[src/logic/gpuBackend_params.svh]
`ifndef GPU_BACKEND_PARAMS_SVH
`define GPU_BACKEND_PARAMS_SVH

// --------------------------------------------------
// Background block geometry
// --------------------------------------------------
// Pixels held in one on-chip background block
`define BLOCK_PIXELS 16
// Two pixels per pair, so half the block size
`define PAIR_COUNT 8

// --------------------------------------------------
// Colour and coordinate widths
// --------------------------------------------------
// Channel width as delivered by the front end
`define CHAN_IN_W 8
// Channel width in the 5-5-5 frame buffer format
`define CHAN_W 5
`define SCRX_W 10
`define SCRY_W 9
// Block address is scrY joined with scrX[9:4]
`define BLOCK_ADR_W 15

`endif

[src/logic/gpuRegPkg.sv]
`include "gpuBackend_params.svh"

package gpuRegPkg;

	// --------------------------------------------------
	// Semi-transparency modes
	// --------------------------------------------------
	// Encoding follows the 2-bit transparency register field
	typedef enum logic [1:0] {
		// B/2 + F/2
		AVERAGE     = 2'd0,
		// B + F, saturating
		ADD         = 2'd1,
		// B - F, floored at zero
		SUBTRACT    = 2'd2,
		// B + F/4, saturating
		ADD_QUARTER = 2'd3
	} blendMode;

	// --------------------------------------------------
	// Per-primitive setup, fixed while a primitive is drawn
	// --------------------------------------------------
	typedef struct packed {
		// Selected semi-transparency rule
		blendMode                 mode;
		// High means the front end colour is written as is
		logic                     noBlend;
		// Palette base colour, 5-5-5, not consumed by this back end
		logic [3*`CHAN_W-1:0]     clutBase;
	} primSetup;

endpackage

[src/logic/pixelPkg.sv]
`include "gpuBackend_params.svh"

package pixelPkg;

	// --------------------------------------------------
	// Block operation tagged onto each pixel pair
	// --------------------------------------------------
	typedef enum logic [1:0] {
		// Stay inside the current block
		NONE  = 2'b00,
		// First block touched by a primitive
		FIRST = 2'b01,
		// Second and later blocks
		NEXT  = 2'b10
	} blockOp;

	// One lane of the pair, already shaded
	typedef struct packed {
		logic [`CHAN_IN_W-1:0] r;
		logic [`CHAN_IN_W-1:0] g;
		logic [`CHAN_IN_W-1:0] b;
		logic                  valid;
		// Sticky mask bit carried with the pixel
		logic                  bgMsk;
	} lanePixel;

	// Pair as delivered by the front end
	typedef struct packed {
		lanePixel              left;
		lanePixel              right;
		// Always even, the right lane sits at scrX + 1
		logic [`SCRX_W-1:0]    scrX;
		logic [`SCRY_W-1:0]    scrY;
		blockOp                op;
	} pixelPair;

	// Pair held in the register stage
	typedef struct packed {
		lanePixel              left;
		lanePixel              right;
		logic [`SCRX_W-1:0]    scrX;
		logic [`SCRY_W-1:0]    scrY;
		blockOp                op;
	} stagedPair;

	// --------------------------------------------------
	// Stencil cache write port
	// --------------------------------------------------
	typedef struct packed {
		logic                    write;
		logic [`BLOCK_ADR_W-1:0] adr;
		// Pair index inside the block
		logic [2:0]              pair;
		// Bit 0 left lane, bit 1 right lane
		logic [1:0]              select;
		logic [1:0]              value;
	} stencilWrite;

endpackage

[src/logic/pixelPairStage.sv]
module pixelPairStage (
	input  logic                clk,
	input  logic                i_resetPixelOnNewBlock,
	input  logic                i_pausePipeline,
	input  logic                i_pairStrobe,
	input  pixelPkg::pixelPair  i_pair,
	input  logic                i_noBlend,
	output pixelPkg::stagedPair o_staged,
	output logic                o_pixelInFlight,
	output logic                o_writePixelOnNewBlock
);

	// Control part of the stage
	logic             validLReg;
	logic             validRReg;
	pixelPkg::blockOp opReg;
	// Colours and coordinates of the last accepted pair
	pixelPkg::pixelPair payloadReg;

	// --------------------------------------------------
	// Stage registers
	// --------------------------------------------------
	always_ff @(posedge clk) begin
		if (i_resetPixelOnNewBlock) begin
			validLReg <= 1'b0;
			validRReg <= 1'b0;
			opReg     <= pixelPkg::NONE;
		end else if (!i_pausePipeline) begin
			// No strobe empties the stage so a pair is written only once
			validLReg <= i_pairStrobe & i_pair.left.valid;
			validRReg <= i_pairStrobe & i_pair.right.valid;
			opReg     <= i_pairStrobe ? i_pair.op : pixelPkg::NONE;
		end
	end

	always_ff @(posedge clk) begin
		// Paused strobes are dropped, upper logic never issues one
		if (!i_pausePipeline && i_pairStrobe) begin
			payloadReg <= i_pair;
		end
	end

	// Rebuild the staged pair with the live control bits
	always_comb begin
		o_staged             = payloadReg;
		o_staged.left.valid  = validLReg;
		o_staged.right.valid = validRReg;
		o_staged.op          = opReg;
	end

	assign o_pixelInFlight = validLReg | validRReg;

	// --------------------------------------------------
	// Block operation decode
	// --------------------------------------------------
	// First block needs the background only when blending
	// Later blocks always load and save
	assign o_writePixelOnNewBlock = ((opReg == pixelPkg::FIRST) & !i_noBlend)
		| (opReg == pixelPkg::NEXT);

	// Pause freezes the whole stage, control and payload alike
	holdWhilePaused: assert property (@(posedge clk) disable iff (i_resetPixelOnNewBlock)
		i_pausePipeline |=> $stable(o_staged))
		else $error("Staged pair changed while paused");

endmodule

[src/logic/pixelBlend.sv]
`include "gpuBackend_params.svh"

module pixelBlend (
	input  pixelPkg::stagedPair i_staged,
	input  gpuRegPkg::primSetup i_setup,
	input  logic [31:0]         i_bgPair,
	output logic [31:0]         o_writeBack
);

	// 5-5-5 colour plus the mask bit on top
	localparam int PIX_W = 3 * `CHAN_W + 1;

	// --------------------------------------------------
	// Channel helpers
	// --------------------------------------------------
	// Keep the upper bits of the incoming channel
	function automatic logic [`CHAN_W-1:0] cutChan(input logic [`CHAN_IN_W-1:0] c);
		return c[`CHAN_IN_W-1 -: `CHAN_W];
	endfunction

	function automatic logic [`CHAN_W-1:0] blendChan(
		input logic [`CHAN_W-1:0] bg,
		input logic [`CHAN_W-1:0] fg,
		input gpuRegPkg::blendMode mode
	);
		// One extra bit catches the carry
		logic [`CHAN_W:0]   sum;
		logic [`CHAN_W-1:0] res;
		sum = '0;
		res = fg;
		case (mode)
			gpuRegPkg::AVERAGE: begin
				sum = {1'b0, bg} + {1'b0, fg};
				res = sum[`CHAN_W:1];
			end
			gpuRegPkg::ADD: begin
				sum = {1'b0, bg} + {1'b0, fg};
				res = sum[`CHAN_W] ? '1 : sum[`CHAN_W-1:0];
			end
			gpuRegPkg::SUBTRACT: begin
				// Floor at zero instead of wrapping
				res = (fg > bg) ? '0 : bg - fg;
			end
			gpuRegPkg::ADD_QUARTER: begin
				sum = {1'b0, bg} + ({1'b0, fg} >> 2);
				res = sum[`CHAN_W] ? '1 : sum[`CHAN_W-1:0];
			end
			default: begin
				res = fg;
			end
		endcase
		return res;
	endfunction

	// --------------------------------------------------
	// One lane, three channels
	// --------------------------------------------------
	function automatic logic [PIX_W-1:0] blendLane(
		input pixelPkg::lanePixel  px,
		input logic [PIX_W-1:0]    bg,
		input gpuRegPkg::primSetup setup
	);
		logic [`CHAN_W-1:0] r;
		logic [`CHAN_W-1:0] g;
		logic [`CHAN_W-1:0] b;
		r = cutChan(px.r);
		g = cutChan(px.g);
		b = cutChan(px.b);
		if (!setup.noBlend) begin
			// Background layout is R low, then G, then B
			r = blendChan(bg[`CHAN_W-1:0], r, setup.mode);
			g = blendChan(bg[2*`CHAN_W-1:`CHAN_W], g, setup.mode);
			b = blendChan(bg[3*`CHAN_W-1:2*`CHAN_W], b, setup.mode);
		end
		// Mask bit comes from the foreground pixel
		return {px.bgMsk, b, g, r};
	endfunction

	// Left lane in the low half, right lane in the high half
	always_comb begin
		o_writeBack[PIX_W-1:0]       = blendLane(i_staged.left, i_bgPair[PIX_W-1:0], i_setup);
		o_writeBack[2*PIX_W-1:PIX_W] = blendLane(i_staged.right, i_bgPair[2*PIX_W-1:PIX_W],
			i_setup);
		// Mode must be defined whenever a staged pixel is blended
		if (!i_setup.noBlend && (i_staged.left.valid || i_staged.right.valid)) begin
			knownMode: assert (i_setup.mode inside {gpuRegPkg::AVERAGE, gpuRegPkg::ADD,
				gpuRegPkg::SUBTRACT, gpuRegPkg::ADD_QUARTER})
				else $error("Unknown blend mode on a staged pixel");
		end
	end

endmodule

[src/logic/bgBlockCache.sv]
`include "gpuBackend_params.svh"

module bgBlockCache (
	input  logic                         clk,
	input  logic                         i_resetPixelOnNewBlock,
	input  logic                         i_pausePipeline,
	input  pixelPkg::stagedPair          i_staged,
	input  logic [31:0]                  i_writeBack,
	input  logic                         i_importStrobe,
	input  logic [`BLOCK_PIXELS*16-1:0]  i_importedBlock,
	output logic [31:0]                  o_bgPair,
	output pixelPkg::stencilWrite        o_stencil,
	output logic [`BLOCK_ADR_W-1:0]      o_saveAdr,
	output logic [`BLOCK_PIXELS*16-1:0]  o_exportedBlock,
	output logic [`BLOCK_PIXELS-1:0]     o_exportedMask
);

	localparam int PAIR_W = $clog2(`PAIR_COUNT);

	// Block storage with one 16-bit word per pixel
	logic [`BLOCK_PIXELS-1:0][15:0] blockReg;
	logic [`BLOCK_PIXELS-1:0]       mskReg;
	logic [`BLOCK_ADR_W-1:0]        lastAdrReg;

	logic                           validL;
	logic                           validR;
	logic                           writeSig;
	logic [PAIR_W-1:0]              pairId;
	logic [PAIR_W:0]                leftIdx;
	logic [PAIR_W:0]                rightIdx;
	logic [`BLOCK_ADR_W-1:0]        writeAdr;

	assign validL   = i_staged.left.valid;
	assign validR   = i_staged.right.valid;
	// Pause blocks the write for the whole pair
	assign writeSig = !i_pausePipeline & (validL | validR);
	assign pairId   = i_staged.scrX[PAIR_W:1];
	assign leftIdx  = {pairId, 1'b0};
	assign rightIdx = {pairId, 1'b1};
	assign writeAdr = {i_staged.scrY, i_staged.scrX[`SCRX_W-1:PAIR_W+1]};

	// --------------------------------------------------
	// Background read for blending
	// --------------------------------------------------
	// Value is ignored by the blender when noBlend is high
	assign o_bgPair = {blockReg[rightIdx], blockReg[leftIdx]};

	// --------------------------------------------------
	// Write back and import
	// --------------------------------------------------
	always_ff @(posedge clk) begin
		if (writeSig) begin
			lastAdrReg <= writeAdr;
			if (validL) begin
				blockReg[leftIdx] <= i_writeBack[15:0];
			end
			if (validR) begin
				blockReg[rightIdx] <= i_writeBack[31:16];
			end
		end else if (i_importStrobe) begin
			// Whole block arrives in one cycle from the memory side
			blockReg <= i_importedBlock;
		end
	end

	// Mask marks pixels written since the block was opened
	always_ff @(posedge clk) begin
		if (i_resetPixelOnNewBlock) begin
			mskReg <= '0;
		end else if (writeSig) begin
			if (validL) begin
				mskReg[leftIdx] <= 1'b1;
			end
			if (validR) begin
				mskReg[rightIdx] <= 1'b1;
			end
		end
	end

	// --------------------------------------------------
	// Stencil port and export
	// --------------------------------------------------
	assign o_stencil.write  = writeSig;
	assign o_stencil.adr    = writeAdr;
	assign o_stencil.pair   = pairId;
	assign o_stencil.select = {validR, validL};
	// Sticky bit only survives on active pixels
	assign o_stencil.value  = {i_staged.right.bgMsk & validR, i_staged.left.bgMsk & validL};

	assign o_saveAdr       = lastAdrReg;
	assign o_exportedBlock = blockReg;
	assign o_exportedMask  = mskReg;

	stencilSelect: assert property (@(posedge clk) disable iff (i_resetPixelOnNewBlock)
		o_stencil.write |-> (o_stencil.select != 2'b00))
		else $error("Stencil write with no lane selected");

endmodule

[src/logic/gpuBackend.sv]
`include "gpuBackend_params.svh"

module gpuBackend (
	input  logic                         clk,
	input  logic                         i_resetPixelOnNewBlock,
	input  logic                         i_pausePipeline,
	input  logic                         i_pairStrobe,
	input  pixelPkg::pixelPair           i_pair,
	input  gpuRegPkg::primSetup          i_setup,
	input  logic                         i_flushLastBlock,
	input  logic                         i_importStrobe,
	input  logic [`BLOCK_PIXELS*16-1:0]  i_importedBlock,
	output logic                         o_pixelInFlight,
	output logic                         o_writePixelOnNewBlock,
	output pixelPkg::blockOp             o_saveBGBlock,
	output logic [`BLOCK_ADR_W-1:0]      o_loadAdr,
	output logic [`BLOCK_ADR_W-1:0]      o_saveAdr,
	output pixelPkg::stencilWrite        o_stencil,
	output logic [`BLOCK_PIXELS*16-1:0]  o_exportedBlock,
	output logic [`BLOCK_PIXELS-1:0]     o_exportedMask
);

	// Pair currently in flight
	pixelPkg::stagedPair staged;
	// Background pair under the staged pixels
	logic [31:0]         bgPair;
	// Blended result for both lanes
	logic [31:0]         writeBack;

	pixelPairStage pixelPairStage_i (
		.clk                    (clk),
		.i_resetPixelOnNewBlock (i_resetPixelOnNewBlock),
		.i_pausePipeline        (i_pausePipeline),
		.i_pairStrobe           (i_pairStrobe),
		.i_pair                 (i_pair),
		.i_noBlend              (i_setup.noBlend),
		.o_staged               (staged),
		.o_pixelInFlight        (o_pixelInFlight),
		.o_writePixelOnNewBlock (o_writePixelOnNewBlock)
	);

	// Palette base in the setup has no consumer past this point
	pixelBlend pixelBlend_i (
		.i_staged    (staged),
		.i_setup     (i_setup),
		.i_bgPair    (bgPair),
		.o_writeBack (writeBack)
	);

	bgBlockCache bgBlockCache_i (
		.clk                    (clk),
		.i_resetPixelOnNewBlock (i_resetPixelOnNewBlock),
		.i_pausePipeline        (i_pausePipeline),
		.i_staged               (staged),
		.i_writeBack            (writeBack),
		.i_importStrobe         (i_importStrobe),
		.i_importedBlock        (i_importedBlock),
		.o_bgPair               (bgPair),
		.o_stencil              (o_stencil),
		.o_saveAdr              (o_saveAdr),
		.o_exportedBlock        (o_exportedBlock),
		.o_exportedMask         (o_exportedMask)
	);

	// --------------------------------------------------
	// Memory side requests
	// --------------------------------------------------
	assign o_loadAdr     = {staged.scrY, staged.scrX[`SCRX_W-1:4]};
	// Flush pushes out the last open block as a save
	assign o_saveBGBlock = i_flushLastBlock ? pixelPkg::NEXT : staged.op;

endmodule

[config.mk]
export PLATFORM = sky130hd
export DESIGN_NAME = gpuBackend
export DESIGN_NICKNAME = d
export VERILOG_FILES = /design/src/logic/gpuRegPkg.sv /design/src/logic/pixelPkg.sv /design/src/logic/pixelPairStage.sv /design/src/logic/pixelBlend.sv /design/src/logic/bgBlockCache.sv /design/src/logic/gpuBackend.sv
export VERILOG_INCLUDE_DIRS = /design/src /design/src/logic
export SDC_FILE = /design/constraint.sdc
export NUM_CORES = 1
export LEC_CHECK = 0
export ABC_CLOCK_PERIOD_IN_PS = 5400
export BUFFER_PORTS_ARGS = -buffer_cell sky130_fd_sc_hd__buf_2
export CAP_MARGIN = 0
export CORE_AREA = 3 3 262 264
export DETAILED_ROUTE_END_ITERATION = 8
export DIE_AREA = 0 0 265 267
export PLACE_DENSITY_LB_ADDON = 0.12
export RECOVER_POWER = 100
export SLEW_MARGIN = 20
export SYNTH_ARGS = -nofsm -noshare
export SYNTH_HDL_FRONTEND = slang
export SYNTH_SLANG_ARGS = --single-unit
[constraint.sdc]
create_clock -name clk -period 5.4 [get_ports clk]
set_input_delay 0.54 -clock clk [delete_from_list [all_inputs] [get_ports clk]]
set_output_delay 0.54 -clock clk [all_outputs]
set_load 0.01 [all_outputs]
Word-level counts from Yosys, hierarchy flattened
Cells that the tools add are included.
{"block": "word_totals", "reg_bits": 360, "latchBits": 0, "mem_bits_rw": 0, "mem_bits_ro": 0, "in_bits": 353, "output_inout_bits": 329, "wordCells": 136, "mem_count": 0}
{"block": "classes", "addsub": 18, "mul": 0, "div_mod_pow": 0, "magnitude_cmp": 10, "n_eq_ne": 5, "shifts": 0, "mux": 55, "bitwise_logic": 10, "n_reduce_logical": 7}
{"cell": "two-way mux 256 bit", "count": 5}
{"cell": "bitwise mux 256 bit", "count": 2}
{"cell": "two-way mux 5 bit", "count": 24}
{"cell": "one-hot mux 5 bit (4 select lines)", "count": 6}
{"cell": "binary-select mux 16 bit (select 3 bit)", "count": 2}
{"cell": "demux 16 bit (select 3 bit)", "count": 2}
{"cell": "two-way mux 16 bit", "count": 6}
{"cell": "adder 5 x 3 -> 6 bit", "count": 6}
{"cell": "adder 5 x 5 -> 6 bit", "count": 6}
{"cell": "greater-than comparator 5 bit", "count": 6}
{"cell": "two-way mux 15 bit", "count": 2}
{"cell": "subtractor 5 bit", "count": 6}
{"cell": "OR 16 x 15 -> 16 bit", "count": 1}
{"cell": "OR 16 bit", "count": 1}
{"cell": "less-than comparator 4 x 5 -> 1 bit (second input constant)", "count": 2}
{"cell": "greater-or-equal comparator 4 x 1 -> 1 bit (second input constant)", "count": 2}
{"cell": "AND 1 bit", "count": 6}
{"cell": "demux 1 bit (select 3 bit)", "count": 2}
{"cell": "== test 2 bit (second input constant)", "count": 3}
{"cell": "== test 2 x 1 -> 1 bit (second input constant)", "count": 2}
{"cell": "two-way mux 2 bit", "count": 2}
{"cell": "logical AND 1 bit", "count": 3}
{"cell": "zero test 1 bit", "count": 2}
{"cell": "zero test 2 bit", "count": 1}
{"cell": "other kinds (3)", "count": 5}

Logic depth before layout (Yosys ltp)
{"block": "logic_depth", "depth_word": 12, "mapped_depth": 21}

Cells and area by module
A second synthesis with hierarchy kept.
{"block": "hier_totals", "cells_unflattened": 1598, "area_unflattened_um2": 20957.6}
{"module": "bgBlockCache", "instances": 1, "cells_each": 833, "area_per_inst_um2": 13718.2, "seq_area_each_um2": 8458.1}
{"module": "pixelBlend", "instances": 1, "cells_each": 672, "area_per_inst_um2": 4961.0, "seq_area_each_um2": 0.0}
{"module": "pixelPairStage", "instances": 1, "cells_each": 91, "area_per_inst_um2": 2263.4, "seq_area_each_um2": 2152.1}
{"module": "gpuBackend", "instances": 1, "cells_each": 2, "area_per_inst_um2": 15.0, "seq_area_each_um2": 0.0}

Worst setup path after synthesis
No wires, ideal clock.
{"block": "synth_path", "path_type": "flip-flop to flip-flop", "from": "reg pixelPairStage_i.payloadReg (netlist bit pixelPairStage_i.o_staged[12])", "to": "reg bgBlockCache_i.blockReg (netlist bit bgBlockCache_i.o_exportedBlock[195]) (data pin)", "setup_time_ns": 0.273, "arrival_ns": 4.095, "t_required_ns": 5.127, "slack_ns": 1.032, "stages_incl_launch_ff": 19, "path_buffers": 6, "synth_period_minus_slack_ns": 4.368, "cell_sequence": "edfxtp_1 buf_6 buf_8 buf_4 buf_6 inv_2 nor2_1 clkbuf_1 a22oi_1 nand4_1 ha_1 clkbuf_1 or3b_2 a31oi_1 a21o_1 a41oi_1 a211oi_1 a2bb2oi_1 o21ai_0"}
{"block": "synth_between", "elab_chain_cells": 12, "word_cells_on_any_way": 33, "cone_classes": "add/sub (6); order compare (4); mux (22); reduce/logical (1)"}
{"element": "start: declaration", "line": "pixelPairStage.sv:18", "text": "pixelPkg::pixelPair payloadReg;"}
{"element": "start signal: assignment", "line": "pixelPairStage.sv:39", "text": "payloadReg <= i_pair;"}
{"element": "binary-select mux 16 bit (select 3 bit)", "line": "bgBlockCache.sv:46", "text": "assign o_bgPair = {blockReg[rightIdx], blockReg[leftIdx]};"}
{"element": "two-way mux 15 bit (implied by the code)", "line": "bgBlockCache.sv:46"}
{"element": "adder 5 x 3 -> 6 bit, or another cell as far along", "line": "pixelBlend.sv:45", "text": "sum = {1'b0, bg} + ({1'b0, fg} >> 2);"}
{"element": "two-way mux 5 bit, on equally long branches", "line": "pixelBlend.sv:46, pixelBlend.sv:38, pixelBlend.sv:42"}
{"element": "one-hot mux 5 bit (4 select lines)", "line": "pixelBlend.sv:31", "text": "case (mode)"}
{"element": "two-way mux 5 bit", "line": "pixelBlend.sv:69", "text": "if (!setup.noBlend) begin"}
{"element": "bitwise mux 256 bit", "line": "bgBlockCache.sv:55", "text": "blockReg[leftIdx] <= i_writeBack[15:0];"}
{"element": "two-way mux 256 bit", "line": "bgBlockCache.sv:54", "text": "if (validL) begin"}
{"element": "two-way mux 256 bit", "line": "bgBlockCache.sv:52", "text": "if (writeSig) begin"}
{"element": "bitwise mux 256 bit", "line": "bgBlockCache.sv:58", "text": "blockReg[rightIdx] <= i_writeBack[31:16];"}
{"element": "two-way mux 256 bit *", "line": "bgBlockCache.sv:57", "text": "if (validR) begin"}
{"element": "two-way mux 256 bit *", "line": "bgBlockCache.sv:52"}
{"element": "end signal: indexed assignment", "line": "bgBlockCache.sv:55"}
{"element": "end signal: indexed assignment", "line": "bgBlockCache.sv:58"}
{"element": "end signal: assignment", "line": "bgBlockCache.sv:62", "text": "blockReg <= i_importedBlock;"}
{"element": "end: declaration", "line": "bgBlockCache.sv:21", "text": "logic [`BLOCK_PIXELS-1:0][15:0] blockReg;"}
Mark *: on every way between the ends. The rest lies on a longest branch, timed or not. The select of a mux whose other input is x is not followed.
A chain may end at the register's enable or synchronous reset.

Final worst setup path
{"block": "layout_path", "from": "reg pixelPairStage_i.payloadReg (netlist bit pixelPairStage_i.o_staged[14])", "to": "reg bgBlockCache_i.blockReg (netlist bit bgBlockCache_i.o_exportedBlock[20]) (data pin)"}
Same word-level chain as after synthesis.

==> metrics.cfg <==
[status]
status = finished with violations
violations = max-capacitance violations, max-slew violations

[setup_path]
cp.arrival_ns = 5.52
path_buf_inv = 5
r2r_cells = 18
r2r_setup_slack_ns = 0.18
worstSetupStartpointType = flop
slowest_stage = clkbuf_1
cp.required_ns = 5.70
r2r_end = bgBlockCache_i.o_exportedBlock[20]
critical_path_class = flop to flop
cp_num_cells = 18
endpoint_kind = flop
critPathMaxFanout = 13
cpPeakStageDelay_ns = 0.70
critPathLaunch = pixelPairStage_i.o_staged[14]
critPathTopFamily = buffers and inverters
reg2reg_from = pixelPairStage_i.o_staged[14]
cp_cell_sequence = buf_4 -> nand2b_1 -> nor2_1 -> clkbuf_1 -> a22oi_1 -> and4_1 -> inv_1 -> ha_1 -> inv_1 -> fa_1 -> o21bai_1 -> nand3_1 -> o31ai_1 -> a221oi_1 -> or3_1 -> o22ai_1 -> buf_4 -> o21ai_0

[floorplanning]
rows = 95
dieHeight_um = 267
initial_core_util_pct = 29.8
die-width_um = 265
dieArea_um2 = 70800
core_area_um2 = 66800
io_pins = 682

[sta]
hold_viol = 0
fin_crit_sh_pct = 96.7
whs_ns = 0.125
slew-limit-headroom_pct = -102
timing.final.ws_setup_ns = 0.177
finalSetupViolCount = 0
fin_crit_ns = 5.22
tns_ns = 0
worst_pin_slew_ns = 3.03
timing.fmax_ghz = 0.191
worst_clock_skew_ns = 0.0276
slew_viol_final = 212
grt_setup_unrepaired = no

[routing]
vias = 19000
drt-total-wl_um = 104000
viasPerCell = 5.64
ant_nets = 0
firstDrtPassIters = 5
post_drt_wl_per_cell_um = 30.8
drcViolationCount = 0
drt_iter0_drc = 1752

[yosys]
yosys.area.top_type = edfxtp_1
synthCells = 1851
netlist_top_cells_count = edfxtp_1 (321), nand2_1 (224), o21ai_0 (183)
ys.flop_type = edfxtp_1
syn_area_um2 = 19900
ys_types = 88
synth_edf_count = 321
synth_top_area_share_pct = 48.4
postSynth.asyncResetShare_pct = 0
netlist_top_cells_area = edfxtp_1 (48%), ha_1 (4.9%), a22o_1 (4.9%)
syn-num-nets = 2300
ys_seq_area_share_pct = 50.4
syn_area_per_cell_um2 = 10.8
ys_ff_latch = 341
yosys.cell_count.top_type = edfxtp_1
yosysWarnings = 0

[place]
io_buffer_count = 647
gp_congestion = 0.934
pre_cts_ws_ns = 0.524
dp_hpwl_um = 78900

[global_route]
grt_max_degree = 168
grt_overflow = 0
grtUsageTotal_pct = 28.3
grt_pass1_wl_um = 144000
antenna_found_initial = 18
grt_pass1_vias = 18900

[power]
clockPowerShare_pct = 35.3
sw_frac_of_total_pct = 32.9
p_per_area_nw_per_um2 = 331
p_leak_nw = 9.87
power_frac_comb_pct = 24.9
worst_ir_drop_vdd_v = 0.000198
pwr-share-seq_pct = 39.8
power_switching_w = 0.00271
intPower_w = 0.00552

[finish]
syn_to_final_growth_pct = 24.9
layout-drive-gt1-share_pct = 18.4
n_fill_cell = 7042
finish.utilization_pct = 37.2
nets = 2912

[clock_tree]
cts_made_buffers = 42
post_cts_buffers = 0
cts_hold_buf = 0
cts_resized = 0
cts_buffer_depth = 3
clk_pin_slew_ns = 0.06
htreeDepth = 2
cts_tree = built
cts_root_buf = clkbuf_16
cts_sinks = 341
insertion_delay_ns = 0.59

[flow_run]
cap_violations = 3

[worst_hold_path]
holdCritPathClass = input pin to flop
hp-start = i_pair[19]
hold_depth = 1
holdPathEnd = pixelPairStage_i.o_staged[19]

## cell families (layout without fill, tap and decap cells)
family                   count (synthesis)  count (layout)  share of synthesized area, %
AO/OA/AOI/OAI                          598             598                          21.0
flip-flops                             341             341                          50.4
XOR/XNOR                                23              23                          1.01
buffers and inverters                  231             874                          5.33
multiplexers                            55              55                          3.90
AND/OR/NAND/NOR                        507             507                          11.6
adder cells (fa/ha/maj)                 96              96                          6.71
other                                    0               6                             0
## cell type report
class	count	area [µm²]	share of cell area [%]
Tap cell	873	1090	4.39
Clock buffer	59	1190	4.78
Timing Repair Buffer	701	3180	12.8
Antenna cell	6	15.0	0.0604
Inverter	98	368	1.48
Multi-Input combinational cell	1279	8800	35.4
Sequential cell	341	10000	40.4
Clock inverter	16	180	0.725
## how the worst max path moves through the flow
stage / end / slack (ns)
final: bgBlockCache_i.o_exportedBlock[20] / 0.18
after global routing: bgBlockCache_i.o_exportedBlock[8] / 0.06
after CTS: bgBlockCache_i.o_exportedBlock[98] / 0.50
after detailed placement: bgBlockCache_i.o_exportedBlock[98] / 0.52
after global placement: bgBlockCache_i.o_exportedBlock[20] / 0.53
after floorplan: bgBlockCache_i.o_exportedBlock[195] / 1.03
## sequential cells by signal (all words and copies together) (netlist names)
name and flops:
pixelPairStage_i.opReg 2, bgBlockCache_i.o_saveAdr 15, bgBlockCache_i.o_exportedMask 16, pixelPairStage_i.validRReg 1
pixelPairStage_i.o_staged 50, pixelPairStage_i.validLReg 1, bgBlockCache_i.o_exportedBlock 256
## layer usage
| metal | wire, µm | track usage [%] | vias to the layer above |
|---|---|---|---|
| li1 | - | - | 8224 |
| met1 | 44500 | 38.7 | 9625 |
| met2 | 48100 | 45.9 | 998 |
| met3 | 8600 | 6.26 | 159 |
| met4 | 2520 | 6.65 | 16 |
| met5 | 109 | 0 | - |
## metrics by stage
stage / std cells / instance area (µm²) / total power (W)
2_1_floorplan: 1851 / 19900 / 0.00448
3_3_place_gp: 3292 / 24000 / 0.00537
3_5_place_dp: 3292 / 24000 / 0.00538
4_1_cts: 3367 / 25400 / 0.00828
5_1_grt: 3369 / 24900 / 0.00853
6_report: 3373 / 24900 / 0.00822
## power by group through the flow
stage	clock network (W)	registers [W]	logic, W
2_1_floorplan	0	0.00332	0.00116
4_1_cts	0.00294	0.00326	0.00208
5_1_grt	0.00304	0.00328	0.00221
3_5_place_dp	0	0.00331	0.00207
3_3_place_gp	0	0.00331	0.00206
6_report	0.00290	0.00327	0.00205
## cell usage in the layout, fill, tap and decap left out, types with 12 or more instances in the layout
master       n
dfxtp_1     20
buf_2      316
o21ai_0    183
a211oi_1    14
clkbuf_1   362
a31oi_1     15
a221oi_1    12
nor2_1     120
ha_1        78
xnor2_1     15
fa_1        18
nand2_1    223
nand3_1     19
buf_4       29
a21oi_1     60
clkbuf_16   44
a22o_1     111
edfxtp_1   321
a21o_1      21
o22ai_1     16
nor2b_1     22
a22oi_1     57
mux2i_1     34
inv_1       96
nand2b_1    24
nor3_1      26
(Power assumes the default switching activity.)
